$ cat config.mk
export PLATFORM = sky130hd
export DESIGN_NAME = regFile
export DESIGN_NICKNAME = d
export VERILOG_FILES = /design/src/hw/cpuPkg.sv /design/src/hw/regFile.sv
export SDC_FILE = /design/constraint.sdc
export NUM_CORES = 2
export LEC_CHECK = 0
export BUFFER_PORTS_ARGS = -buffer_cell sky130_fd_sc_hd__buf_2
export CORE_ASPECT_RATIO = 0.5
export CORE_MARGIN = 4
export CORE_UTILIZATION = 60
export CTS_CLUSTER_SIZE = 12
export DETAILED_ROUTE_END_ITERATION = 10
export HOLD_SLACK_MARGIN = 0.03
export PLACE_DENSITY_LB_ADDON = 0.12
export SLEW_MARGIN = 20
export SYNTH_ARGS = -nofsm -noshare
export SYNTH_HDL_FRONTEND = slang
export SYNTH_SLANG_ARGS = --single-unit
export TNS_END_PERCENT = 20
$ cat constraint.sdc
create_clock -name clk -period 2.7 [get_ports clk]
set_clock_uncertainty 0.15 [all_clocks]
set_input_delay 0.405 -clock clk [delete_from_list [all_inputs] [get_ports clk]]
set_output_delay 0.405 -clock clk [all_outputs]
set_load 0.05 [all_outputs]
$ cat src/hw/cpuPkg.sv
`default_nettype none

package cpuPkg;

	localparam int dataWidth = 32;
	localparam int regAddrWidth = 5; // 32 registers
	localparam int constWidth = 15;
	localparam int opcodeWidth = 6;
	localparam int aluOpWidth = 4;

	// instruction field positions
	localparam int opcodeLsb = 26;
	localparam int rsLsb = 20;
	localparam int rtLsb = 15;
	localparam int rdLsb = 10;

	localparam int luiShift = 17; // 15-bit constant lands in the top bits

	typedef enum logic [opcodeWidth-1:0] {
		opHalt = 6'd0,
		opAlu = 6'd1,
		opAddi = 6'd2,
		opLui = 6'd3,
		opLw = 6'd4,
		opSw = 6'd5
	} opcodeT;

	typedef enum logic [aluOpWidth-1:0] {
		aluAdd = 4'd0,
		aluSub = 4'd1,
		aluAnd = 4'd2,
		aluOr = 4'd3,
		aluXor = 4'd4,
		aluSlt = 4'd5
	} aluOpT;

	typedef enum logic [1:0] {
		fwdReg = 2'd0,
		fwdExec = 2'd1,
		fwdMem = 2'd2,
		fwdWb = 2'd3
	} fwdSelT;

endpackage

`default_nettype wire

$ cat src/hw/regFile.sv
`timescale 1ns/1ps
`default_nettype none

module regFile (
	input logic clk,
	input logic reset,
	input logic [cpuPkg::regAddrWidth-1:0] rsAddr,
	input logic [cpuPkg::regAddrWidth-1:0] rtAddr,
	output logic [cpuPkg::dataWidth-1:0] rsData,
	output logic [cpuPkg::dataWidth-1:0] rtData,
	input logic writeEn,
	input logic [cpuPkg::regAddrWidth-1:0] writeAddr,
	input logic [cpuPkg::dataWidth-1:0] writeData
);

	// r0 is writable like the rest
	logic [cpuPkg::dataWidth-1:0] regs [2**cpuPkg::regAddrWidth];

	always_ff @(posedge clk) begin
		if (reset) begin
			for (int i = 0; i < 2**cpuPkg::regAddrWidth; i++) begin
				regs[i] <= '0;
			end
		end else if (writeEn) begin
			regs[writeAddr] <= writeData;
		end
	end

	assign rsData = regs[rsAddr]; // same-cycle write is covered by wb forwarding
	assign rtData = regs[rtAddr];

endmodule

`default_nettype wire

== Word level (Yosys, flattened, before mapping) ==
Memory sizes are Yosys's and may differ from the RTL's.
Index checks and enable logic that the tools add are counted.

* Latch bits: 0
* Bits in registers: 0
* Logic and storage cells: 10
* Memory bits (read-only): 0
* Bits in writable memories: 1024
* Output and inout port bits: 64
* Memories kept: 1
* Bits of input ports: 50

{| class="wikitable"
|+ Memory list
! memory !! depth !! bits a word !! rd ports !! clocked after Yosys merged registers in !! write ports !! line !! source
|-
| regs || 32 || 32 || 2 || 0 || 32 || regFile.sv:17 || <nowiki>logic [cpuPkg::dataWidth-1:0] regs [2**cpuPkg::regAddrWidth];</nowiki>
|}

* Shift-type cells: 0
* $mul: 0
* Magnitude comparators: 0
* Reductions and logical operators: 1
* $add $sub $neg: 0
* Equality and inequality tests: 0
* Bitwise logic cells: 0
* Multiplexer cells: 8
* Divide/modulo/power cells: 0

{| class="wikitable"
|+ Operator list
! kind !! number
|-
| $mux 32 || 1
|-
| $reduce_or 32->1 || 1
|-
| $mux 1 || 6
|-
| $mux 5 || 1
|}

== Depth between registers and ports, before layout ==
* Word-level depth: 5
* Gate-level depth with buffers: 8
* Mapped depth without buffers: 5

== Worst setup path before layout ==
OpenSTA, ideal clock, no wires.

* Path kind: input-to-output
* From: in rtAddr[1] (netlist name)
* To: out rtData[25] (netlist name)
* Buffers on the path: 4
* Cell stages on the path: 8
* Data required time: 2.145 ns
* Arrival: 1.817 ns
* Slack: 0.328 ns
* Cell sequence: buf_4 -> buf_6 -> buf_6 -> buf_6 -> mux2i_1 -> a22oi_1 -> a31oi_1 -> nand3_1

* Cells in the longest elaborated chain, start to end: 1

{| class="wikitable"
|+ Ends and longest elaborated chain
! what !! line !! source
|-
| from (decl) || regFile.sv:8 || <nowiki>input logic [cpuPkg::regAddrWidth-1:0] rtAddr,</nowiki>
|-
| $mem_v2 32x32 || - ||
|-
| to (decl) || regFile.sv:10 || <nowiki>output logic [cpuPkg::dataWidth-1:0] rtData,</nowiki>
|}

No other way between the ends.

==> impl_metrics.toml <==
[power]
netSwitchingPower_mw = 10.2
power.share.switching = 0.274
internal-power_mw = 27.1
vdd_drop_max_uv = 450
p_comb_frac = 0.163
p_leak_nw = 26.0
clockPowerShare = 0.333
power_frac_seq = 0.505
p_per_area_mw_per_mm2 = 572

[setup_path]
cp_num_buf_inv = 1
end_kind = "primary output"
cp.required_ps = 2140
path_class = "register to primary output"
critical_path_arrival_ps = 2240
crit_chain = "mux2i_1 -> a22o_1 -> nor3_1 -> a31oi_1 -> nand3_2 -> buf_12"
cpLargestDelayFamily = "compound AO/OA/AOI/OAI gates"
critPathLaunchType = "register"
cp_slowest_cell = "edfxtp_1"
cp_max_fo = 2
max_stage_delay_ps = 430

[floorplan]
pin_count = 114
die_h_um = 225
core_mm2 = 0.0931
die-area_mm2 = 0.0994
fp-row-count = 79
die_w_um = 442
start_util = 0.606

[timing]
max-slew-margin-rel = 0.481
hold_ws_ps = 158
finalSetupViolations = 29
hold_viol = 0
worst_slew_pin_slew_ps = 779
max_freq_mhz = 357
fin_ws_ps = -98.7
final.setup.tns_ps = -1050
fin_crit_ps = 2800
drv_slew = 0
finalCritPeriodShare = 1.04
rsz0062_at_grt = "yes"

[drt]
firstDrtPassIters = 8
routed_via_density = 6.84
wire_per_inst_um = 31.9
wl_um = 196000
route.detailed.drc = 0
vias = 41987
drt_iter0_markers = 6308
drt.antenna.violating_nets = 0

[synthesis]
ys_async_sr_fraction = 0
ys_types = 31
syn_inst = 4640
synth_warnings = 0
synth_common_cells = "and2_1, edfxtp_1, mux2i_1"
synth_area_leaders = "edfxtp_1, mux2i_1, and2_1"
post-synth-top-area-cell = "edfxtp_1"
synth_flop_cell = "edfxtp_1"
syn_avg_cell_area_um2 = 12.2
synth_nets = 4690
mappedNetlistArea_mm2 = 0.0565
yosysSeqAreaShare = 0.545
synth_edf_count = 1024
synth.most_common_cell = "and2_1"
ys_ff_latch = 1024
yosys.area.top_type_share = 0.545

[worst_hold_path]
holdPathEnd = "regs[15][1]"
min_path_cells = 2
hp-start = "writeData[1]"
hold_path_class = "input pin to register"

[status]
outcome = "finished with violations"
violations = "setup timing"

[layout]
largest_register = "regs"
drive_gt1_frac = 0.169
largest_reg_flops = 1024
layoutNonFillerInstCount = 6137
areaGrowthSynthToFinish_pct = 15.6
nNetsFinal = 4873
top_regs = "regs x1024"
finish.utilization = 0.701

[global_routing]
grt_pass1_vias = 41300
antenna_found_initial = 27
grt_pass1_wl_um = 278000
grt.overflow.total = 0
grt_max_degree = 53
grtUsageTotal = 0.385

[placement]
io_buffers = 113
dp.cells = 5981
place_ws_ps = -131
gp_congestion = 0.941
hpwlAfterDp_um = 125000

[cts]
hold_buffers = 0
cts_inserted_buffers = 97
cts_htree_levels = 3
cts_sinks = 1024
clk_pin_slew_ps = 60
cts_tree = "built"
cts_root_buffer = "clkbuf_16"
cts_buffer_depth = 3

[flow_run]
maxCapViolCount = 0
==> what timing repair did <==
item / in CTS / in global routing
setup buffers: 2 / 8
setup endpoints to repair: 59 / 62
cloned: 0 / 0
pin swaps: 48 / 51
gates resized for setup: 168 / 71
==> kinds of logic after synthesis <==
kind of cell / synth area share
compound gates: 0.0695
buf+inv: 0.0434
flops: 0.545
mux: 0.182
simple gates: 0.161
==> per-layer routing <==
metal / vias up / routed length (um) / GRT usage
met3: 624 / 26300 / 0.104
li1: 17350 / - / -
met1: 20857 / 74600 / 0.527
met2: 3156 / 85200 / 0.573
met5: - / 0 / 0
met4: 0 / 9580 / 0.186
==> through the flow <==
| stage | cell area, um2 | total power [mW] |
|---|---|---|
| after floorplan | 56500 | 22.3 |
| after global placement | 61500 | 24.5 |
| after detailed placement | 61500 | 24.7 |
| after CTS | 64800 | 37.0 |
| after global routing | 65200 | 38.1 |
| final | 65300 | 37.3 |
==> power groups by stage <==
stage	registers, mW	clock network [mW]	logic, mW
2_1_floorplan	19.0	0	3.27
3_3_place_gp	19.1	0	5.48
3_5_place_dp	19.1	0	5.56
4_1_cts	18.8	12.4	5.83
5_1_grt	18.9	13.0	6.25
6_report	18.8	12.4	6.07
==> placed cells by master, fill, tap and decap left out, types with 5 or more instances in the layout <==
cell / n
and2_1: 1024
edfxtp_1: 1024
mux2i_1: 1019
buf_4: 274
nand2_1: 193
a21oi_1: 192
a22oi_1: 191
buf_12: 153
nand3_1: 152
a22o_1: 128
clkbuf_16: 97
buf_2: 48
buf_6: 43
nor3_1: 41
a31oi_1: 37
nand3_2: 35
or2_2: 34
diode_2: 32
nor2_4: 26
nor3_2: 21
a31oi_4: 16
clkbuf_1: 15
a31oi_2: 11
buf_8: 9
nand3_4: 7
clkinv_1: 7
buf_16: 5
==> worst max path at each step <==
| stage | startpoint | cells past startpoint | end | slack [ps] |
|---|---|---|---|---|
| after detailed placement | rtAddr[0] | 9 | rtData[12] | -130 |
| final | regs[4][28] | 6 | rtData[28] | -100 |
| after global placement | rtAddr[1] | 10 | rtData[7] | -130 |
| after floorplan | rtAddr[1] | 8 | rtData[25] | 330 |
| after CTS | regs[1][18] | 6 | rsData[18] | -110 |
| after global routing | regs[3][7] | 7 | rtData[7] | -140 |
==> final cells by class <==
| class | instances | area, um2 |
|---|---|---|
| multi-input combinational | 3168 | 24200 |
| timing repair buffer | 532 | 6120 |
| tap | 1255 | 1570 |
| clock inverter | 14 | 114 |
| sequential | 1024 | 30700 |
| clock buffer | 112 | 2480 |
| fill | 6450 | 27800 |
| antenna | 32 | 80.1 |
(Power assumes the default switching activity.)
