<file path="src/hw/cpuPkg.sv">
`default_nettype none

package cpuPkg;

	localparam int dataWidth = 32;
	localparam int regAddrWidth = 5; // 32 registers
	localparam int constWidth = 15;
	localparam int opcodeWidth = 6;
	localparam int aluOpWidth = 4;

	// instruction field positions
	localparam int opcodeLsb = 26;
	localparam int rsLsb = 20;
	localparam int rtLsb = 15;
	localparam int rdLsb = 10;

	localparam int luiShift = 17; // 15-bit constant lands in the top bits

	typedef enum logic [opcodeWidth-1:0] {
		opHalt = 6'd0,
		opAlu = 6'd1,
		opAddi = 6'd2,
		opLui = 6'd3,
		opLw = 6'd4,
		opSw = 6'd5
	} opcodeT;

	typedef enum logic [aluOpWidth-1:0] {
		aluAdd = 4'd0,
		aluSub = 4'd1,
		aluAnd = 4'd2,
		aluOr = 4'd3,
		aluXor = 4'd4,
		aluSlt = 4'd5
	} aluOpT;

	typedef enum logic [1:0] {
		fwdReg = 2'd0,
		fwdExec = 2'd1,
		fwdMem = 2'd2,
		fwdWb = 2'd3
	} fwdSelT;

endpackage

`default_nettype wire

</file>
<file path="src/hw/fetchStage.sv">
`timescale 1ns/1ps
`default_nettype none

module fetchStage #(
	parameter int imemAddrWidth = 6
) (
	input logic clk,
	input logic reset,
	input logic stall,
	input logic progWrite,
	input logic [imemAddrWidth-1:0] progAddr,
	input logic [cpuPkg::dataWidth-1:0] progData,
	output logic [cpuPkg::dataWidth-1:0] instrD,
	output logic validD
);

	logic [cpuPkg::dataWidth-1:0] imem [2**imemAddrWidth];
	logic [cpuPkg::dataWidth-1:0] instrF;
	logic [imemAddrWidth-1:0] pc;
	logic halted; // halt word already sent down
	logic haltF;

	assign instrF = imem[pc];
	assign haltF = instrF[cpuPkg::opcodeLsb +: cpuPkg::opcodeWidth] == cpuPkg::opHalt;

	// program load, only while the core sits in reset
	always_ff @(posedge clk) begin
		if (reset && progWrite) begin
			imem[progAddr] <= progData;
		end
	end

	always_ff @(posedge clk) begin
		if (reset) begin
			pc <= '0;
			halted <= 1'b0;
			validD <= 1'b0;
		end else if (!stall) begin
			validD <= !halted; // halt itself goes down once as valid
			if (!halted) begin
				if (haltF) begin
					halted <= 1'b1; // pc parks here
				end else begin
					pc <= pc + 1'b1;
				end
			end
		end
	end

	always_ff @(posedge clk) begin
		if (!stall && !halted) begin
			instrD <= instrF;
		end
	end

endmodule

`default_nettype wire

</file>
<file path="config.mk">
export PLATFORM = sky130hd
export DESIGN_NAME = fetchStage
export DESIGN_NICKNAME = d
export VERILOG_FILES = /design/src/hw/cpuPkg.sv /design/src/hw/fetchStage.sv
export SDC_FILE = /design/constraint.sdc
export NUM_CORES = 2
export LEC_CHECK = 0
export BUFFER_PORTS_ARGS = -buffer_cell sky130_fd_sc_hd__buf_2
export CORE_MARGIN = 4
export CORE_UTILIZATION = 50
export CTS_CLUSTER_DIAMETER = 30
export DETAILED_ROUTE_END_ITERATION = 12
export MAX_ROUTING_LAYER = met4
export PLACE_DENSITY = 0.65
export SYNTH_ARGS = -nofsm -noshare
export SYNTH_HDL_FRONTEND = slang
export SYNTH_SLANG_ARGS = --single-unit
export TNS_END_PERCENT = 100
</file>
<file path="constraint.sdc">
create_clock -name clk -period 6.1 [get_ports clk]
set_input_delay 1.22 -clock clk [delete_from_list [all_inputs] [get_ports clk]]
set_output_delay 1.22 -clock clk [all_outputs]
set_load 0.005 [all_outputs]
</file>
== After elaboration in Yosys (flattened, before gate mapping) ==
Memories as Yosys holds them, arrays and structs flattened. A register that Yosys moved wholly into a read port is not among the register bits.
Index checks and enable logic that the tools add are counted.
W data, S select, Z words.

* $add $sub $neg: 1
* Multiplexer cells: 6
* Bitwise logic cells: 3
* Reductions and logical operators: 6

{| class="wikitable"
|+ Operators by type and width
! cell !! count
|-
| $mux W6 || 2
|-
| $add A6 B1 Y6 const B || 1
|-
| $logic_not A6 Y1 || 1
|-
| $mux W1 || 4
|-
| $not A1 Y1 || 3
|-
| $reduce_and A3 Y1 || 1
|-
| $logic_and A1 B1 Y1 || 2
|-
| $logic_not A1 Y1 || 2
|}

* Register bits: 40
* Memory bits (writable): 2,048
* Input port bits: 42
* Output and inout port bits: 33
* Logic and storage cells: 21
* Memories kept: 1

{| class="wikitable"
|+ Memory list
! memory !! words !! bits a word !! rd ports !! clocked after memory_dff !! write ports !! line !! source
|-
| imem || 64 || 32 || 1 || 1 || 1 || fetchStage.sv:17 || <nowiki>logic [cpuPkg::dataWidth-1:0] imem [2**imemAddrWidth];</nowiki>
|}

== Depth between registers and ports, before layout ==
* Depth in word-level cells: 5
* Depth in mapped cells: 13
* Gate-level depth less buffers: 8

== Worst setup path after synthesis ==
OpenSTA, ideal clock, no wires.

* Kind: in2reg
* From: input port progAddr[4]
* To: memory imem[48][0] in the netlist's numbering (enable)
* Library setup time: 0.461 ns
* Arrival: 3.990 ns
* Data required time: 5.639 ns
* Setup slack: 1.649 ns
* Cell stages on the path: 5
* Buffers on the path: 1
* Cell sequence: clkbuf_1 -> nand2_1 -> nor3_1 -> nand2b_1 -> nor3_1

{| class="wikitable"
|+ RTL lines
! item !! line !! source
|-
| start, declared || fetchStage.sv:11 || <nowiki>input logic [imemAddrWidth-1:0] progAddr,</nowiki>
|-
| end, declared || fetchStage.sv:17 ||
|}

Straight into the memory's write port.

==> impl_results.md <==
- Run status: finished clean
- Setup crit start kind: flip-flop
- CORE AREA: ~160000 µm²
- Post-Syn Area: 79600 µm²
- Clock Latency Late Sink: 950 ps
- R2R Path End: pc[1]
- Die W: 407 µm
- CTS Sinks: 2094
- Final GP Congestion: between 0.8 and 0.9
- Core Rows: 146
- Clock slew at reported path FFs: 50 ps
- Asr flop ratio synth: 0%
- IO Count: 75
- Number of post-CTS setup repair buffers: 0
- Initial cell density of the core: 50.3%
- H-Tree Depth: 5
- Setup Viol. Count Final: 0
- GR Util All Layers: 27.3%
- DPL Wire Length: 119 mm
- Synth cell types: 58
- Vias in the first global route: between 30k and 40k
- Hold Buf Count CTS: 0
- WP data arrival: ~5200 ps
- CTS resizes: 0
- CP endpoint kind: flip-flop
- Port bufs: between 70 and 80
- Die ar.: 166000 µm²
- Max-slew violations: 0
- Initial antenna violation count: 8
- Cell Pwr Density: 407 nW/µm²
- Fin worst setup slack: 1670 ps
- CP Data Required Time: ~6900 ps
- Overflow after GRT: 0
- Hold Vio Cnt, Final: 0
- Sequential fraction of the synthesis area: 78.9%
- First-pass GRT wire length: 304 mm
- Min-delay worst type: flip-flop to flip-flop
- Drt first pass iters: 6
- Pre-CTS WS: 1720 ps
- Unrepaired setup endpoints after global routing: no
- Max_cap viols: 0
- DR iter-0 viols: between 5k and 6k
- Routed Antenna Nets: 0
- WS Path Type: flip-flop to flip-flop
- # DRC: 0
- Worst-margin pin slew: between 1000 and 1500 ps
- Largest net degree at the start of global routing: 173
- Fill cells: 10.5k
- Final wirelength: roughly 220 mm
- VDD IR max: between 0.3 and 0.4 mV
- CTS tree: yes
- WHS Endpoint: validD
- Period utilization: 72.6%
- FF+latch count, synth: 2094
- Slew Limit Headroom: 4.53%
- DR WL/cell: 35.7 µm
- Leak Pwr: 30.5 nW
- YS warnings: 0
- Syn_area_per_cell: between 20 and 25 µm²
- Main synth FF type: edfxtp_1
- Fmax: 226 MHz
- Vias post-DR: 38.8k
- Num CTS Buffers: 397
- CTS root buf: clkbuf_16
- Multi-input logic area: approximately 17000 µm²
- Total power: 39.4 mW
- Cells after Synth: 3220
- Area Growth Syn to Fin: 21.6%
- Setup TNS: 0 ps
- Hold path cells: 2
- FF+latch area: 62800 µm²
- Post-synth EDFFs: 2080
- Period minus WS final: 4430 ps
- Clock tree buffer depth: 4
- Die height: between 400 and 500 µm
- CP Max Fanout: 58
- FF-to-FF setup slack: 1670 ps
- Post-Syn Nets: roughly 3.3k
- Reg2reg path depth: 10
- Share of layout cells above drive strength 1: 39.0%
- Worst Skew: 80.0 ps
- Hold path start: validD
- DR vias/cell: 6.43
- # nets final: 3697
-- registers in the layout (all words and copies together) (netlist names), named ones only --
name / count
instrD: 32
validD: 1
halted: 1
pc: 6
imem: 2048
-- Yosys cell counts (3+ instances only) --
cell / number / share of area (%)
or3_1: 6 / 0.047
nor2_1: 88 / 0.42
edfxtp_1: 2080 / 79
mux2i_1: 45 / 0.57
buf_6: 3 / 0.042
nor2b_1: 11 / 0.086
a2111oi_0: 3 / 0.033
a31oi_1: 5 / 0.039
mux2_2: 10 / 0.14
buf_2: 58 / 0.36
inv_1: 3 / 0.014
a22oi_1: 8 / 0.075
nand2_1: 44 / 0.21
clkbuf_1: 86 / 0.41
buf_1: 8 / 0.038
o21ai_1: 4 / 0.025
o2bb2ai_1: 5 / 0.055
nand2b_1: 6 / 0.047
a22o_1: 3 / 0.033
mux4_2: 620 / 18
a21oi_1: 17 / 0.11
nor3_1: 3 / 0.019
o22ai_1: 11 / 0.086
a32oi_1: 3 / 0.033
buf_4: 7 / 0.066
dfxtp_1: 14 / 0.35
nand4_1: 3 / 0.024
and3_1: 3 / 0.024
inv_2: 4 / 0.019
nand3_1: 20 / 0.13
o21ai_0: 4 / 0.025
-- routing by layer --
| layer | track usage [%] | up-vias | part of all wire (%) |
|---|---|---|---|
| met4 | 9.50 | 0 | 3.5 |
| met5 | - | - | 0 |
| li1 | - | 15016 | - |
| met3 | 7.29 | 478 | 11 |
| met1 | 36.8 | 20804 | 38 |
| met2 | 41.0 | 2538 | 48 |
-- worst max-delay path by stage --
| stage | from | to | slack, ps |
|---|---|---|---|
| after floorplan | progAddr[4] | imem[48][0] | 1650 |
| after global placement | flip-flop | pc[1] | 1700 |
| after detailed placement | flip-flop | pc[1] | 1720 |
| after CTS | flip-flop | pc[1] | 1680 |
| after global routing | flip-flop | pc[1] | 1330 |
| final | flip-flop | pc[1] | 1670 |
-- cells in the final DEF (no fill, tap or decap), types with 4 or more instances in the layout --
cell           n
bufinv_16     53
buf_2         74
o22ai_1       11
mux4_2       620
clkbuf_1      30
nand2b_1       6
clkbuf_16    402
o21ai_1        4
a21oi_1       17
clkinv_1      43
edfxtp_1    2080
dfxtp_4        4
nor2_1        25
buf_4        107
inv_6         31
clkinvlp_4    41
nor2b_1       11
a31oi_1        5
mux2i_1       45
nand3_1       20
o2bb2ai_1      5
clkinv_2      57
mux2_2        10
clkinv_4      38
nor2_4        63
buf_12        18
diode_2        8
nand2_1       44
dfxtp_1       10
o21ai_0        4
inv_8          5
a22oi_1        8
or3_1          6
-- cells by family after synthesis --
group           share of synthesized area (%)
xor+xnor                               0.0110
buf+inv                                 0.992
mux                                      18.3
flops                                    78.9
fa+ha+maj                              0.0157
simple gates                             1.10
compound gates                          0.764
-- where the power goes --
group,switching [mW],internal [mW]
registers,0.0693,15.9
clock network,7.26,14.3
logic,0.965,0.816
total,8.30,31.1
-- critical path: stages (launching register included) --
cell	delay [ps]
dfxtp_4	760
buf_4	530
buf_12	450
mux4_2	570
a22oi_1	210
nand3_1	100
a21oi_1	280
o22ai_1	210
o41ai_4	640
mux2i_1	350
nor2_1	70
-- through the flow --
step	hold WS (ps)	util (%)	cells	cell area [µm²]
after global placement	500	52.7	5327	83400
after CTS	497	61.1	6032	96700
after floorplan	437	-	3220	79600
after detailed placement	484	52.7	5327	83400
after global routing	552	61.1	6039	96700
final	486	61.1	6040	96700
-- cell type report --
cell class	instances	area share (%)
sequential	2094	64.9
multi-input combinational	954	17.1
clock buffer	435	10.6
clock inverter	270	3.16
tap	2072	2.68
timing repair buffer	199	1.59
inverter	8	0.0388
antenna	8	0.0207
Power figures use the tool's default switching activity.
