**src/hw/cpuPkg.sv**
```systemverilog
`default_nettype none

package cpuPkg;

	localparam int dataWidth = 32;
	localparam int regAddrWidth = 5; // 32 registers
	localparam int constWidth = 15;
	localparam int opcodeWidth = 6;
	localparam int aluOpWidth = 4;

	// instruction field positions
	localparam int opcodeLsb = 26;
	localparam int rsLsb = 20;
	localparam int rtLsb = 15;
	localparam int rdLsb = 10;

	localparam int luiShift = 17; // 15-bit constant lands in the top bits

	typedef enum logic [opcodeWidth-1:0] {
		opHalt = 6'd0,
		opAlu = 6'd1,
		opAddi = 6'd2,
		opLui = 6'd3,
		opLw = 6'd4,
		opSw = 6'd5
	} opcodeT;

	typedef enum logic [aluOpWidth-1:0] {
		aluAdd = 4'd0,
		aluSub = 4'd1,
		aluAnd = 4'd2,
		aluOr = 4'd3,
		aluXor = 4'd4,
		aluSlt = 4'd5
	} aluOpT;

	typedef enum logic [1:0] {
		fwdReg = 2'd0,
		fwdExec = 2'd1,
		fwdMem = 2'd2,
		fwdWb = 2'd3
	} fwdSelT;

endpackage

`default_nettype wire

```
**src/hw/decodeStage.sv**
```systemverilog
`timescale 1ns/1ps
`default_nettype none

module decodeStage (
	input logic clk,
	input logic reset,
	input logic [cpuPkg::dataWidth-1:0] instrD,
	input logic validD,
	input logic [cpuPkg::dataWidth-1:0] rsData,
	input logic [cpuPkg::dataWidth-1:0] rtData,
	output logic [cpuPkg::regAddrWidth-1:0] rsAddr,
	output logic [cpuPkg::regAddrWidth-1:0] rtAddr,
	output logic useRs,
	output logic useRt,
	input cpuPkg::fwdSelT fwdSelA,
	input cpuPkg::fwdSelT fwdSelB,
	input logic stall,
	input logic [cpuPkg::dataWidth-1:0] execResult,
	input logic [cpuPkg::dataWidth-1:0] memResult,
	input logic [cpuPkg::dataWidth-1:0] wbData,
	output cpuPkg::opcodeT opE,
	output cpuPkg::aluOpT aluOpE,
	output logic [cpuPkg::regAddrWidth-1:0] destE,
	output logic writeEnE,
	output logic isLoadE,
	output logic isStoreE,
	output logic haltE,
	output logic [cpuPkg::dataWidth-1:0] operandAE,
	output logic [cpuPkg::dataWidth-1:0] operandBE,
	output logic [cpuPkg::dataWidth-1:0] storeDataE,
	output logic [cpuPkg::constWidth-1:0] immE
);

	cpuPkg::opcodeT opD;
	cpuPkg::aluOpT aluOpD;
	logic [cpuPkg::regAddrWidth-1:0] rdD, destD;
	logic writeEnD, isLoadD, isStoreD, haltD;
	logic [cpuPkg::dataWidth-1:0] fwdA, fwdB;

	function automatic logic [cpuPkg::dataWidth-1:0] fwdMux(
		input cpuPkg::fwdSelT sel,
		input logic [cpuPkg::dataWidth-1:0] regVal,
		input logic [cpuPkg::dataWidth-1:0] execVal,
		input logic [cpuPkg::dataWidth-1:0] memVal,
		input logic [cpuPkg::dataWidth-1:0] wbVal
	);
		case (sel)
			cpuPkg::fwdExec: fwdMux = execVal;
			cpuPkg::fwdMem: fwdMux = memVal;
			cpuPkg::fwdWb: fwdMux = wbVal;
			default: fwdMux = regVal;
		endcase
	endfunction

	// field split
	assign opD = cpuPkg::opcodeT'(instrD[cpuPkg::opcodeLsb +: cpuPkg::opcodeWidth]);
	assign rsAddr = instrD[cpuPkg::rsLsb +: cpuPkg::regAddrWidth];
	assign rtAddr = instrD[cpuPkg::rtLsb +: cpuPkg::regAddrWidth];
	assign rdD = instrD[cpuPkg::rdLsb +: cpuPkg::regAddrWidth];

	always_comb begin
		aluOpD = cpuPkg::aluAdd; // immediates and addresses all add
		destD = rtAddr;
		writeEnD = 1'b0;
		isLoadD = 1'b0;
		isStoreD = 1'b0;
		haltD = 1'b0;
		useRs = 1'b0;
		useRt = 1'b0;
		if (validD) begin
			case (opD)
				cpuPkg::opAlu: begin
					aluOpD = cpuPkg::aluOpT'(instrD[cpuPkg::aluOpWidth-1:0]);
					destD = rdD;
					writeEnD = 1'b1;
					useRs = 1'b1;
					useRt = 1'b1;
				end
				cpuPkg::opAddi: begin
					writeEnD = 1'b1;
					useRs = 1'b1;
				end
				cpuPkg::opLui: writeEnD = 1'b1; // no register source
				cpuPkg::opLw: begin
					writeEnD = 1'b1;
					isLoadD = 1'b1;
					useRs = 1'b1;
				end
				cpuPkg::opSw: begin
					isStoreD = 1'b1;
					useRs = 1'b1;
					useRt = 1'b1; // store data
				end
				cpuPkg::opHalt: haltD = 1'b1;
				default: ; // unknown opcodes pass as no-ops
			endcase
		end
	end

	assign fwdA = fwdMux(fwdSelA, rsData, execResult, memResult, wbData);
	assign fwdB = fwdMux(fwdSelB, rtData, execResult, memResult, wbData);

	// bubble on stall while fetch holds the instruction
	always_ff @(posedge clk) begin
		if (reset || stall) begin
			writeEnE <= 1'b0;
			isLoadE <= 1'b0;
			isStoreE <= 1'b0;
			haltE <= 1'b0;
		end else begin
			writeEnE <= writeEnD;
			isLoadE <= isLoadD;
			isStoreE <= isStoreD;
			haltE <= haltD;
		end
	end

	always_ff @(posedge clk) begin
		opE <= opD;
		aluOpE <= aluOpD;
		destE <= destD;
		operandAE <= fwdA;
		operandBE <= fwdB;
		storeDataE <= fwdB;
		immE <= instrD[cpuPkg::constWidth-1:0];
	end

endmodule

`default_nettype wire

```
**config.mk**
```make
export PLATFORM = sky130hd
export DESIGN_NAME = decodeStage
export DESIGN_NICKNAME = d
export VERILOG_FILES = /design/src/hw/cpuPkg.sv /design/src/hw/decodeStage.sv
export SDC_FILE = /design/constraint.sdc
export NUM_CORES = 1
export LEC_CHECK = 0
export ABC_AREA = 1
export BUFFER_PORTS_ARGS = -buffer_cell sky130_fd_sc_hd__buf_2
export CAP_MARGIN = 10
export CORE_AREA = 2 2 133 135
export CTS_CLUSTER_DIAMETER = 40
export DETAILED_ROUTE_END_ITERATION = 8
export DIE_AREA = 0 0 135 137
export GPL_TIMING_DRIVEN = 0
export SLEW_MARGIN = 20
export SYNTH_ARGS = -nofsm -noshare
export SYNTH_HDL_FRONTEND = slang
export SYNTH_SLANG_ARGS = --single-unit
```
**constraint.sdc**
```tcl
create_clock -name clk -period 2.3 [get_ports clk]
set_input_delay 0.46 -clock clk [delete_from_list [all_inputs] [get_ports clk]]
set_output_delay 0.46 -clock clk [all_outputs]
set_load 0.05 [all_outputs]
```
Yosys cells after proc, flatten, opt, wreduce, memory -nomap -nowiden
Cells that the tools add are included.
{ "classes": {"muxes": 12, "reduce_logical": 7, "bitwise_logic": 1, "eq_ne": 11} }
{ "ops": {"columns": ["cell", "count"], "rows": [
  ["one-hot mux 32 bit (3 select lines)", 2],
  ["== test 6 x 2 -> 1 bit (second input constant)", 2],
  ["== test 6 x 3 -> 1 bit (second input constant)", 2],
  ["2-to-1 mux 5 bit", 2],
  ["== test 2 bit (second input constant)", 4],
  ["2-to-1 mux 1 bit", 8],
  ["OR reduction 4 bit", 2],
  ["== test 6 x 1 -> 1 bit (second input constant)", 1],
  ["zero test 6 bit", 1],
  ["== test 2 x 1 -> 1 bit (second input constant)", 2],
  ["OR reduction 2 bit", 2],
  ["AND reduction 2 bit", 1],
  ["logical OR 1 bit", 1],
  ["inverter 1 bit", 1]
]} }
{ "word_totals": {"inputBits": 200, "register_bits": 98, "out_inout_bits": 142} }

Depth between registers and ports, before layout
{ "logic_depth": {"ltp_word": 4, "depth_mapped": 6} }

Worst setup path after synthesis
No wires, ideal clock.
{ "synth_timing": {"kind": "input port to output port", "start": "in instrD[31] in the netlist's numbering", "end": "out useRs", "cell_stages": 5, "t_required_ps": 1840, "t_arrival_ps": 1196, "slack_ps": 644, "cell_sequence": "nor2_4 > nand3_1 > nand2_1 > nand2_1 > nand2_1"} }
{ "synth_between": {"elab_chain_len": 4, "elab_cells_between_ends": 7, "cone_classes": "eq/ne: 4; mux: 2; reduce/logical: 1"} }
{ "synth_lines": {"columns": ["element", "line", "text"], "rows": [
  ["start, declared", "decodeStage.sv:7", "input logic [cpuPkg::dataWidth-1:0] instrD,"],
  ["== test 6 x 3 -> 1 bit, or another cell as far along", "decodeStage.sv:71", "case (opD)"],
  ["OR reduction 4 bit (no source line) (*)", null, null],
  ["2-to-1 mux 1 bit (*)", "decodeStage.sv:71", null],
  ["2-to-1 mux 1 bit (*)", "decodeStage.sv:70", "if (validD) begin"],
  ["end, declared", "decodeStage.sv:13", "output logic useRs,"]
]} }
Mark *: on every way between the ends. The rest lies on a longest branch, timed or not.

Final worst setup path
Ends and elaborated chain as after synthesis.

==> metrics.txt <==
initial core utilization=24.1%; FP Rows=48; Fin Setup TNS=0 ns; Hold Crit Class=in -> reg; CP top delay family=simple AND/OR/NAND/NOR gates; Synth Register Bits=98; crit start category=input pin; slowest cell delay on critical path=0.26 ns; CP Max Fanout=7; NumNets Final=1098; Tot GR Track Use=19.2%; post-CTS repair timing setup buffer count=0; Core Footprint=17100 um^2; WL/cell=16.5 um; syn_nets=752; Seq/Total Area, Yosys=47.7%; Synth warnings=0; fmax=0.549 GHz; Die Ht=137 um; die width=135 um; CTS Hold Buffers Added=0; Synth Instances=552; first-pass GRT wire length=26100 um; Rel. slew slack=75.9%; DRT Wirelength=18700 um; CP required=1.84 ns; diodes inserted=0; final hold violations=0; Worst setup EP type=output port; utilization of the core after routing=37.4%; Die ar.=18500 um^2; pin count of the biggest net entering global routing=17; Area Growth Syn to Fin=55.3%; min Tclk post-route=1.82 ns; CP most frequent cell=nand2_1; Worst Setup Path Type=in -> out; grt ovf=0; period utilization=79.1%; mapped cell area=4110 um^2; I/O Pins=342; crit path buf inv count=2; clk slew on worst S/H paths=0.07 ns; Via-to-Cell Ratio=4.32; via count=4872; worst hold path depth=1; total number of H-tree levels=3; Post-Syn Area per Cell=7.45 um^2; fraction of layout cells with a size suffix above 1=48.1%; commonest non-fill, non-tap cells in the layout=buf_2, nand2_1, dfxtp_1, nand4_1, buf_4; PwrDens=802 nW/um^2; count of final setup violators=0; mux share of post-synthesis cell area=0%; drt pass-1 iters=5; hold_ws=0.214 ns; Buffers on Ports=335; Synth Area in Simple Gates=39.4%; initial antenna violation count=0; DP Wirelength=14800 um; Least-Margin Pin Slew=0.362 ns; CTS root buf=clkbuf_16; Remaining DRCs=0; main combinational cell family by area after synthesis=simple AND/OR/NAND/NOR gates; Gates resized, CTS repair=0; crit path cell chain=buf_2 > nor2_4 > nand3_1 > nand2_1 > nand2_1 > nand2_1 > buf_2; commonest non-fill, non-tap cell in the layout=buf_2; Synth Area in Compound Gates=0.122%; CTS tree=built; crit path DAT=1.36 ns; CTS sink count=98; CP Depth=7; synth unique cells=14; run status=finished clean; crit path max-delay cell type=buf_2; antenna-violating nets left=0; Leak=3.41 nW; 1st-iter DRT viols=227; Final Slew Violations=0; vias in the first global route=4724; Synth Area in Adders=0%; VDD IR max=0.000320 V; clock tree buffer depth=2; TritonCTS Buffers=9; max_cap viols=0; XOR/XNOR Fraction of Synth Area=0%; RSZ-0062 raised after global routing=false; RD Place Congestion=0.805
-- stage by stage --
stage	setup slack (ns)	power [W]	cells	area, um^2
after floorplan	0.644	0.00300	552	4110
after global placement	0.474	0.00352	1112	6070
after detailed placement	0.485	0.00353	1112	6070
after CTS	0.478	0.00518	1128	6390
after global routing	0.409	0.00532	1128	6390
final	0.480	0.00512	1128	6390
-- metal layers --
metal | global-route usage (%) | wire length, um | up-vias
li1 | - | - | 2418
met1 | 21.8 | 7340 | 2183
met2 | 35.1 | 9460 | 255
met3 | 5.04 | 1610 | 16
met4 | 5.90 | 250 | 0
met5 | 0 | 0 | -
-- logic make-up (layout without fill, tap and decap cells) --
group | Yosys count | count (layout)
AO/OA/AOI/OAI | 1 | 1
buffers and inverters | 82 | 433
flip-flops | 98 | 98
AND/OR/NAND/NOR | 371 | 371
-- cell usage after synthesis --
library cell | count | area [um^2]
nor2_2 | 5 | 31.3
buf_4 | 54 | 405
buf_2 | 12 | 60.1
nor3_1 | 1 | 5.00
inv_2 | 7 | 26.3
nand4_1 | 64 | 400
nor2_1 | 11 | 41.3
nand4_2 | 1 | 12.5
nand2_1 | 279 | 1050
nand3_1 | 5 | 25.0
inv_1 | 9 | 33.8
a21oi_1 | 1 | 5.00
nor2_4 | 5 | 56.3
dfxtp_1 | 98 | 1960
-- worst paths after layout --
kind	slack, ns	endpoint	from
max	0.48	useRs	instrD[31]
min	0.21	immE[9]$_DFF_P_	instrD[9]
-- power by group --
| part | internal, W | total (W) | switching [W] | leakage [nW] |
|---|---|---|---|---|
| combinational | 0.000437 | 0.00158 | 0.00114 | 2.43 |
| clock | 0.000959 | 0.00164 | 0.000680 | 0.157 |
| sequential | 0.00184 | 0.00190 | 0.0000563 | 0.823 |
| total | 0.00324 | 0.00512 | 0.00188 | 3.41 |
-- flip-flops by register name, summed over array words and instances, names as in the netlist --
name	cells
aluOpE	4
opE	6
writeEnE	1
destE	5
isStoreE	1
haltE	1
immE	15
storeDataE	32
isLoadE	1
operandAE	32
-- area by class of cell --
class / instances / area (um^2)
well taps: 225 / 282
clock buffers: 10 / 229
multi-input cells: 372 / 1620
inverters: 16 / 60.1
fillers: 1838 / 10700
plain buffers: 66 / 465
clock inverters: 6 / 87.6
flip-flops and latches: 98 / 1960
repair buffers: 335 / 1680
Power figures use the tool's default switching activity.
