`config.mk`:
```
export PLATFORM = sky130hd
export DESIGN_NAME = executeStage
export DESIGN_NICKNAME = d
export VERILOG_FILES = /design/src/hw/cpuPkg.sv /design/src/hw/executeStage.sv
export SDC_FILE = /design/constraint.sdc
export NUM_CORES = 1
export LEC_CHECK = 0
export ABC_AREA = 0
export BUFFER_PORTS_ARGS = -buffer_cell sky130_fd_sc_hd__buf_2
export CAP_MARGIN = 20
export CORE_UTILIZATION = 53
export DETAILED_ROUTE_END_ITERATION = 7
export PLACE_DENSITY = 0.85
export SETUP_SLACK_MARGIN = 0.2
export SYNTH_ARGS = -nofsm -noshare
export SYNTH_HDL_FRONTEND = slang
export SYNTH_SLANG_ARGS = --single-unit
```
`constraint.sdc`:
```
create_clock -name clk -period 10.55 [get_ports clk]
set_input_delay 3.165 -clock clk [delete_from_list [all_inputs] [get_ports clk]]
set_output_delay 3.165 -clock clk [all_outputs]
set_load 0.05 [all_outputs]
```
`src/hw/cpuPkg.sv`:
```
`default_nettype none

package cpuPkg;

	localparam int dataWidth = 32;
	localparam int regAddrWidth = 5; // 32 registers
	localparam int constWidth = 15;
	localparam int opcodeWidth = 6;
	localparam int aluOpWidth = 4;

	// instruction field positions
	localparam int opcodeLsb = 26;
	localparam int rsLsb = 20;
	localparam int rtLsb = 15;
	localparam int rdLsb = 10;

	localparam int luiShift = 17; // 15-bit constant lands in the top bits

	typedef enum logic [opcodeWidth-1:0] {
		opHalt = 6'd0,
		opAlu = 6'd1,
		opAddi = 6'd2,
		opLui = 6'd3,
		opLw = 6'd4,
		opSw = 6'd5
	} opcodeT;

	typedef enum logic [aluOpWidth-1:0] {
		aluAdd = 4'd0,
		aluSub = 4'd1,
		aluAnd = 4'd2,
		aluOr = 4'd3,
		aluXor = 4'd4,
		aluSlt = 4'd5
	} aluOpT;

	typedef enum logic [1:0] {
		fwdReg = 2'd0,
		fwdExec = 2'd1,
		fwdMem = 2'd2,
		fwdWb = 2'd3
	} fwdSelT;

endpackage

`default_nettype wire

```
`src/hw/executeStage.sv`:
```
`timescale 1ns/1ps
`default_nettype none

module executeStage (
	input logic clk,
	input logic reset,
	input cpuPkg::opcodeT opE,
	input cpuPkg::aluOpT aluOpE,
	input logic [cpuPkg::regAddrWidth-1:0] destE,
	input logic writeEnE,
	input logic isLoadE,
	input logic isStoreE,
	input logic haltE,
	input logic [cpuPkg::dataWidth-1:0] operandAE,
	input logic [cpuPkg::dataWidth-1:0] operandBE,
	input logic [cpuPkg::dataWidth-1:0] storeDataE,
	input logic [cpuPkg::constWidth-1:0] immE,
	output logic [cpuPkg::dataWidth-1:0] execResult,
	output logic [cpuPkg::dataWidth-1:0] aluResultM,
	output logic [cpuPkg::dataWidth-1:0] storeDataM,
	output logic [cpuPkg::regAddrWidth-1:0] destM,
	output logic writeEnM,
	output logic isLoadM,
	output logic isStoreM,
	output logic haltM
);

	logic [cpuPkg::dataWidth-1:0] immExt, aluA, aluB;

	assign immExt = {{(cpuPkg::dataWidth-cpuPkg::constWidth){immE[cpuPkg::constWidth-1]}}, immE};

	// operand select
	always_comb begin
		case (opE)
			cpuPkg::opAlu: begin
				aluA = operandAE;
				aluB = operandBE;
			end
			cpuPkg::opLui: begin
				aluA = '0; // add to zero
				aluB = cpuPkg::dataWidth'(immE) << cpuPkg::luiShift;
			end
			default: begin
				aluA = operandAE;
				aluB = immExt;
			end
		endcase
	end

	always_comb begin
		case (aluOpE)
			cpuPkg::aluAdd: execResult = aluA + aluB;
			cpuPkg::aluSub: execResult = aluA - aluB;
			cpuPkg::aluAnd: execResult = aluA & aluB;
			cpuPkg::aluOr: execResult = aluA | aluB;
			cpuPkg::aluXor: execResult = aluA ^ aluB;
			cpuPkg::aluSlt: execResult = {{(cpuPkg::dataWidth-1){1'b0}}, $signed(aluA) < $signed(aluB)};
			default: execResult = '0;
		endcase
	end

	always_ff @(posedge clk) begin
		if (reset) begin
			writeEnM <= 1'b0;
			isLoadM <= 1'b0;
			isStoreM <= 1'b0;
			haltM <= 1'b0;
		end else begin
			writeEnM <= writeEnE;
			isLoadM <= isLoadE;
			isStoreM <= isStoreE;
			haltM <= haltE;
		end
	end

	always_ff @(posedge clk) begin
		aluResultM <= execResult; // also the memory address
		storeDataM <= storeDataE;
		destM <= destE;
	end

endmodule

`default_nettype wire

```
Word level (Yosys, flattened, before mapping):

Cells that the tools add are included.
Widths: inputs -> output; s select.

* word-level logic and storage cells: 24
* input port bits: 132
* bits in registers: 73
* output and inout port bits: 105

* reductions and logical operators: 1
* mux-type cells: 3
* order comparisons: 1
* $add $sub $neg: 2
* bitwise gates (word level): 3
* eq/ne operators: 7

Operator list (count)
* $pmux 32 s6: 1
* $pmux 32 s2: 1
* $add 32x32->32: 1
* $and 32x32->32: 1
* $lt 32x32->1: 1
* $mux 32: 1
* $or 32x32->32: 1
* $sub 32x32->32: 1
* $xor 32x32->32: 1
* $eq 4x2->1 const B: 2
* $eq 4x3->1 const B: 2
* $eq 6x1->1 const B: 1
* $eq 6x2->1 const B: 1
* $eq 4x1->1 const B: 1
* $logic_not 4->1: 1

Depth between registers and ports, before layout:

Gate-level depths: netlist (run 1).

* depth in word-level cells: 4
* depth in mapped cells: 18
* mapped depth without buffers: 16

Worst setup path before layout (run 1):

OpenSTA, ideal clock, no wires.

* path kind: input to output
* start: input port opE[1]
* end: output port execResult[16] in the netlist's numbering
* slack: -186 ps
* arrival: 7571 ps
* stages on the path: 14
* path buffers: 2
* required time: 7385 ps
* cells stage by stage: clkbuf_1 nand4_1 clkbuf_1 and2_1 inv_1 ha_1 inv_1 fa_1 nor2b_1 o21ai_0 a31oi_1 o21ai_1 o21ai_0 o311ai_0

* longest elaborated chain between the ends: 4
* elaborated cells between the ends (all ways): 10
* classes of those cells: 2 x add/sub; 2 x eq/ne; 3 x mux; 3 x bitwise

Ends and longest elaborated chain
* start: declaration: line executeStage.sv:7 `input cpuPkg::opcodeT opE,`
* $eq 6x2->1 / $eq 6x1->1 (equally long branches): line executeStage.sv:34 `case (opE)`
* $pmux 32 s2 / $mux 32 (equally long branches): line executeStage.sv:34
* $sub 32x32->32, or another cell as far along: line executeStage.sv:53 `cpuPkg::aluSub: execResult = aluA - aluB;`
* $pmux 32 s6 *: line executeStage.sv:51 `case (aluOpE)`
* end: declaration: line executeStage.sv:18 `output logic [cpuPkg::dataWidth-1:0] execResult,`

Every way passes the cells marked *; elsewhere a longest branch is shown, timed or not.

Worst setup path after layout (run 1):

* start: input port opE[5]
* end: output port execResult[25] in the netlist's numbering

Same word-level chain as after synthesis.

==> run summary, run 1 <==
Status -> finished, final reports clean
Storage element area -> 1460 sq um
Nets -> 1469
Area grow syn2layout -> 27.9%
Crit Path Category -> input port to output port
Total wire length -> 26900 um
CP Capture Type -> output port
Post-Syn Area -> 7380 sq um
Asr flop ratio synth -> 0
Number of synthesized flops with an enable pin -> 0
Clock-pin slew on the worst setup and hold paths -> 0.06 ns
CTS tree -> yes
Initial antenna violation count -> 0
Post-synth top area share -> 0.198
Top Ports -> 237
Synth area leaders -> dfxtp_1 20%, ha_1 16%, a21oi_1 6.2%, inv_1 5.1%, nor2_1 4.2%
CTS sink cnt -> 73
Initial Util -> 0.551
Tcrit/Tclk final -> 0.975
All-layer global routing usage -> 0.363
H-Tree Depth -> 3
Die Wd -> 120 um
Final hold vios -> 0
DRC Markers -> 0
Share of cells above drive strength 1 -> 0.292
Estimated wirelength of the detail-placed design -> 20800 um
Register bit total from synthesis -> 73
DRT iter0 DRCs -> 735
Post-synthesis cell count -> 990
Final setup fails -> 0
Worst hold slack -> 2.92 ns
Top cell type by total area after synthesis -> dfxtp_1
Vias/cell -> 6.05
Max frequency -> 97.2 MHz
Synth warn -> 0
First-pass GRT wire length -> 40700 um
Total negative slack -> 0 ns
CP Data Arrival Time -> 7.12 ns
Relative slew slack -> 0.367
Final worst slack -> 0.262 ns
P_leak -> 4.69 nW
Vias -> 8580
Startpoint Class -> input port
Clock Root Buffer -> clkbuf_16
TritonRoute pass-1 iters -> 5
Most used DFF post-synth -> dfxtp_1
GR Overflow Total -> 0
Fin crit period -> 10.29 ns
Wire per inst -> 18.9 um
Fin util -> 0.704
HP Start -> storeDataE[19]
Hold Buf Count CTS -> 0
Synth cell types -> 73
Hold Path Class -> input port to flip-flop
Slew at the pin closest to its max-slew limit -> 0.950 ns
Crit Path Max Fanout -> 14
Core area -> 13400 sq um
GP Congestion -> 1.01
Die area -> 14400 sq um
Max_cap viols -> 0
RSZ-0062 raised after global routing -> yes
Inserted Clock Buffers -> 9
Power Total -> 1.18 mW
Rows -> 42
Mapped Nets -> 1221
Vias in the first global route -> 7924
Max-slew violation count -> 0
Worst Path Required -> 7.39 ns
Die span in y -> 120 um
Post-synthesis sequential area ratio -> 0.198
IO Port Bufs -> 236
Clock Path Buffers -> 2
Worst VDD drop -> 0.0000742 V
Largest net degree at the start of global routing -> 41
Syn Area/Cell -> 7.46 sq um
Worst setup path startpoint -> opE[5]
# diodes -> 0
Area of the multi-input gates -> 5510 sq um
Filler cells -> 1173
Pre-CTS worst setup slack -> 0.217 ns
Routed Antenna Nets -> 0
Pwr Density -> 125 nW/um^2
power by group:
| part | switching (mW) | internal (mW) |
|---|---|---|
| clock network | 0.128 | 0.160 |
| logic | 0.392 | 0.192 |
| registers | 0.00525 | 0.300 |
cell type report:
cell class,instances,share of cell area
clock buffers,10,0.0243
well taps,176,0.0233
flip-flops and latches,73,0.155
clock inverters,6,0.00464
repair buffers,288,0.169
inverters,101,0.0402
multi-input cells,765,0.584
per-stage QoR:
stage	instance area, sq um	instances
5_1_grt	9440	1419
3_5_place_dp	8890	1392
4_1_cts	9170	1408
3_3_place_gp	8890	1392
6_report	9440	1419
2_1_floorplan	7380	990
worst paths after layout:
path             end  slack, ns  depth (start not counted)
min   storeDataM[19]       2.92                          1
max   execResult[25]       0.26                         19
layer usage:
layer / part of all wire / GRT usage / vias to the layer above
li1: - / - / 4009
met1: 0.41 / 0.462 / 3986
met2: 0.45 / 0.579 / 505
met3: 0.10 / 0.0760 / 80
met4: 0.038 / 0.176 / 0
met5: 0 / 0 / -
state kept, by name, indices dropped and copies added, names as in the netlist:
register,flops
aluResultM,32
storeDataM,32
destM,5
haltM,1
isLoadM,1
isStoreM,1
writeEnM,1
cells in the mapped netlist (3+ instances only):
master,number
a211oi_1,12
and3_1,12
a22oi_1,4
nand2b_1,19
nor2b_1,15
mux2_2,17
or2_2,3
o21a_1,18
o21bai_1,19
o2111ai_1,8
a211o_1,6
or3_1,6
o32a_1,4
clkbuf_1,37
a21oi_1,91
o31ai_1,9
buf_1,8
mux2i_1,5
ha_1,97
nand3b_1,4
nor4_1,3
nor2_1,82
nor3_1,20
a221o_1,6
o221ai_1,15
o21ai_0,57
o211ai_1,10
a21o_1,12
nand4_1,6
and2_1,36
dfxtp_1,73
inv_1,100
o41ai_1,4
buf_2,5
a41o_1,3
a22o_1,5
nand3_1,14
a2111oi_0,4
a221oi_1,8
a31oi_1,8
xnor2_1,10
nor3b_1,3
nand2_1,74
cells by family after synthesis:
group | synth area share
AO/OA/AOI/OAI | 0.309
XOR/XNOR | 0.0131
adder cells (fa/ha/maj) | 0.170
buffers and inverters | 0.0792
flip-flops | 0.198
multiplexers | 0.0327
AND/OR/NAND/NOR | 0.198
cells in the final DEF (no fill, tap or decap), types with 36 or more instances in the layout:
master	count
buf_2	232
inv_1	100
ha_1	91
a21oi_1	87
nor2_1	78
nand2_1	73
dfxtp_1	73
buf_4	50
o21ai_0	49
and2_1	36
critical path, stage by stage:
cell and delay (ns):
buf_2 0.11, nor2_2 0.14, nand3_2 0.15, buf_4 0.22, nand2_1 0.09, o21ai_0 0.10
buf_4 0.16, ha_1 0.32, a21o_1 0.19, and4_1 0.22, o211ai_1 0.36, buf_4 0.19
a21oi_2 0.06, or2_2 0.35, a211oi_4 0.38, o41ai_1 0.12, mux2_2 0.28, o221ai_1 0.22
clkbuf_4 0.29
timing repair:
action,in CTS,in global routing
gates resized for setup,1,51
endpoints found under the setup margin,1,17
cloned,0,0
buffers inserted,0,11
hold endpoints to repair,0,0
pin swaps,0,11
No activity file was read; power rests on OpenSTA's default activity.
==> inputs of run 2 (changes only) <==
--- a/config.mk
+++ b/config.mk
@@ -10,7 +10,7 @@
 export CAP_MARGIN = 20
 export CORE_UTILIZATION = 53
 export DETAILED_ROUTE_END_ITERATION = 7
-export PLACE_DENSITY = 0.85
+export PLACE_DENSITY = 0.83
 export SETUP_SLACK_MARGIN = 0.2
 export SYNTH_ARGS = -nofsm -noshare
 export SYNTH_HDL_FRONTEND = slang
==> run 2 against run 1 <==
Net effect: global-route usage rose by 1.0 points; core utilization fell by 0.66 points; clock power barely moved; sequential share of layout area grew 0.15 points; sequential cell count unchanged; power is 0.71% lower; highest routed layer unchanged.
==> run summary, run 2 (synthesized netlist as in run 1, its figures left out) <==
H-Tree Depth -> 3
Status -> finished, final reports clean
Most common cell after layout, fill and taps aside -> buf_2
Filler cells -> 1158
DRT iter0 DRCs -> 705
Clock Path Buffers -> 2
Die area -> 14400 sq um
Clock-pin slew on the worst setup and hold paths -> 0.06 ns
Worst VDD drop -> 0.0000853 V
TritonRoute pass-1 iters -> 6
CP Data Arrival Time -> 7.00 ns
First-pass GRT wire length -> 41700 um
Estimated wirelength of the detail-placed design -> 21300 um
Worst hold slack -> 2.92 ns
Vias in the first global route -> 8102
Hold Buf Count CTS -> 0
Max frequency -> 98.3 MHz
Slew at the pin closest to its max-slew limit -> 1.00 ns
Vias/cell -> 6.03
Most frequent CP cell -> buf_4
Total negative slack -> 0 ns
Inserted Clock Buffers -> 9
Top Ports -> 237
CTS tree -> yes
Core area -> 13400 sq um
Initial antenna violation count -> 1
Rows -> 42
Area of the multi-input gates -> 5440 sq um
Placed inst area -> 8940 sq um
Nets -> 1467
Wire per inst -> 19.1 um
Crit Path Max Fanout -> 10
CP Cell Sequence -> buf_2 -> nor2_2 -> nand4_1 -> buf_4 -> and2_1 -> ha_2 -> a21o_1 -> a31o_2 -> o211ai_1 -> a21oi_2 -> or2_2 -> a211oi_2 -> buf_4 -> o41ai_1 -> mux2_2 -> o221ai_1 -> buf_4
Total wire length -> 27000 um
Max_cap viols -> 0
Fin crit period -> 10.17 ns
Die Wd -> 120 um
Max-slew violation count -> 0
CP Capture Type -> output port
Biggest regs -> aluResultM x32, storeDataM x32, destM x5
Tcrit/Tclk final -> 0.964
GR Overflow Total -> 0
HP Start -> storeDataE[17]
Vias -> 8543
Initial Util -> 0.551
Slowest library cell on the worst path -> o211ai_1
RSZ-0062 raised after global routing -> yes
DRC Markers -> 0
Final hold vios -> 0
All-layer global routing usage -> 0.373
Die span in y -> 120 um
Startpoint Class -> input port
Relative slew slack -> 0.332
Clock Root Buffer -> clkbuf_16
Area grow syn2layout -> 26.7%
CTS sink cnt -> 73
Storage element area -> 1460 sq um
Final setup fails -> 0
Worst path max stage delay -> 0.43 ns
Commonest cells after routing, fill and taps aside -> 231 x buf_2, 100 x inv_1, 94 x ha_1
Crit Path Category -> input port to output port
IO Port Bufs -> 236
Final instance area -> 9350 sq um
Routed Antenna Nets -> 0
Hold path endpoint -> storeDataM[17]
Hold Path Depth -> 1
Hold Path Class -> input port to flip-flop
Worst Path Required -> 7.39 ns
P_leak -> 4.70 nW
Pwr Density -> 125 nW/um^2
Share of cells above drive strength 1 -> 0.285
GP Congestion -> 1.07
Largest net degree at the start of global routing -> 34
-- run 2: worst max path at each step --
stage	end	slack, ns	start
after floorplan	execResult[24]	0.21	opE[3]
final	execResult[25]	0.38	opE[3]
after CTS	execResult[25]	0.20	opE[5]
after global placement	execResult[25]	0.15	opE[5]
after detailed placement	execResult[27]	0.06	opE[5]
after global routing	execResult[27]	0.21	opE[3]
-- run 2: layout make-up --
cell class | instances | share of cell area
inverters | 101 | 0.0405
diodes | 1 | 0.000268
flip-flops and latches | 73 | 0.156
well taps | 176 | 0.0235
clock buffers | 10 | 0.0256
repair buffers | 286 | 0.168
multi-input cells | 765 | 0.582
clock inverters | 5 | 0.00348
-- run 2: per-stage QoR --
step,power (mW),instances,util,worst slack (ns)
after floorplan,0.706,990,-,0.209
after global placement,0.861,1398,0.667,0.147
after detailed placement,0.864,1398,0.667,0.0621
after CTS,1.15,1413,0.688,0.201
after global routing,1.22,1416,0.698,0.211
final,1.17,1417,0.698,0.380
-- run 2: critical path, delay by kind of cell --
family | cells | cell delay [ns]
and+or+nand+nor | 4 | 0.91
buffers and inverters | 4 | 0.79
adders and majority gates | 1 | 0.32
muxes | 1 | 0.28
AOI/OAI and AO/OA | 7 | 1.55
-- run 2: repair_timing --
action / in CTS / in global routing
pin swaps: 0 / 6
endpoints found under the setup margin: 8 / 16
gates resized for setup: 3 / 32
setup buffers: 0 / 3
-- run 2: routing by layer --
| layer | vias up | track usage | wire, um |
|---|---|---|---|
| met5 | - | 0 | 0 |
| met2 | 490 | 0.580 | 11900 |
| met3 | 82 | 0.0870 | 2800 |
| li1 | 4008 | - | - |
| met4 | 0 | 0.184 | 1090 |
| met1 | 3963 | 0.480 | 11200 |
-- run 2: power breakdown --
part / leakage (nW) / switching, mW / internal (mW)
Combinational: 3.95 / 0.389 / 0.188
Sequential: 0.611 / 0.00539 / 0.300
Clock: 0.138 / 0.121 / 0.164
Total: 4.70 / 0.516 / 0.651
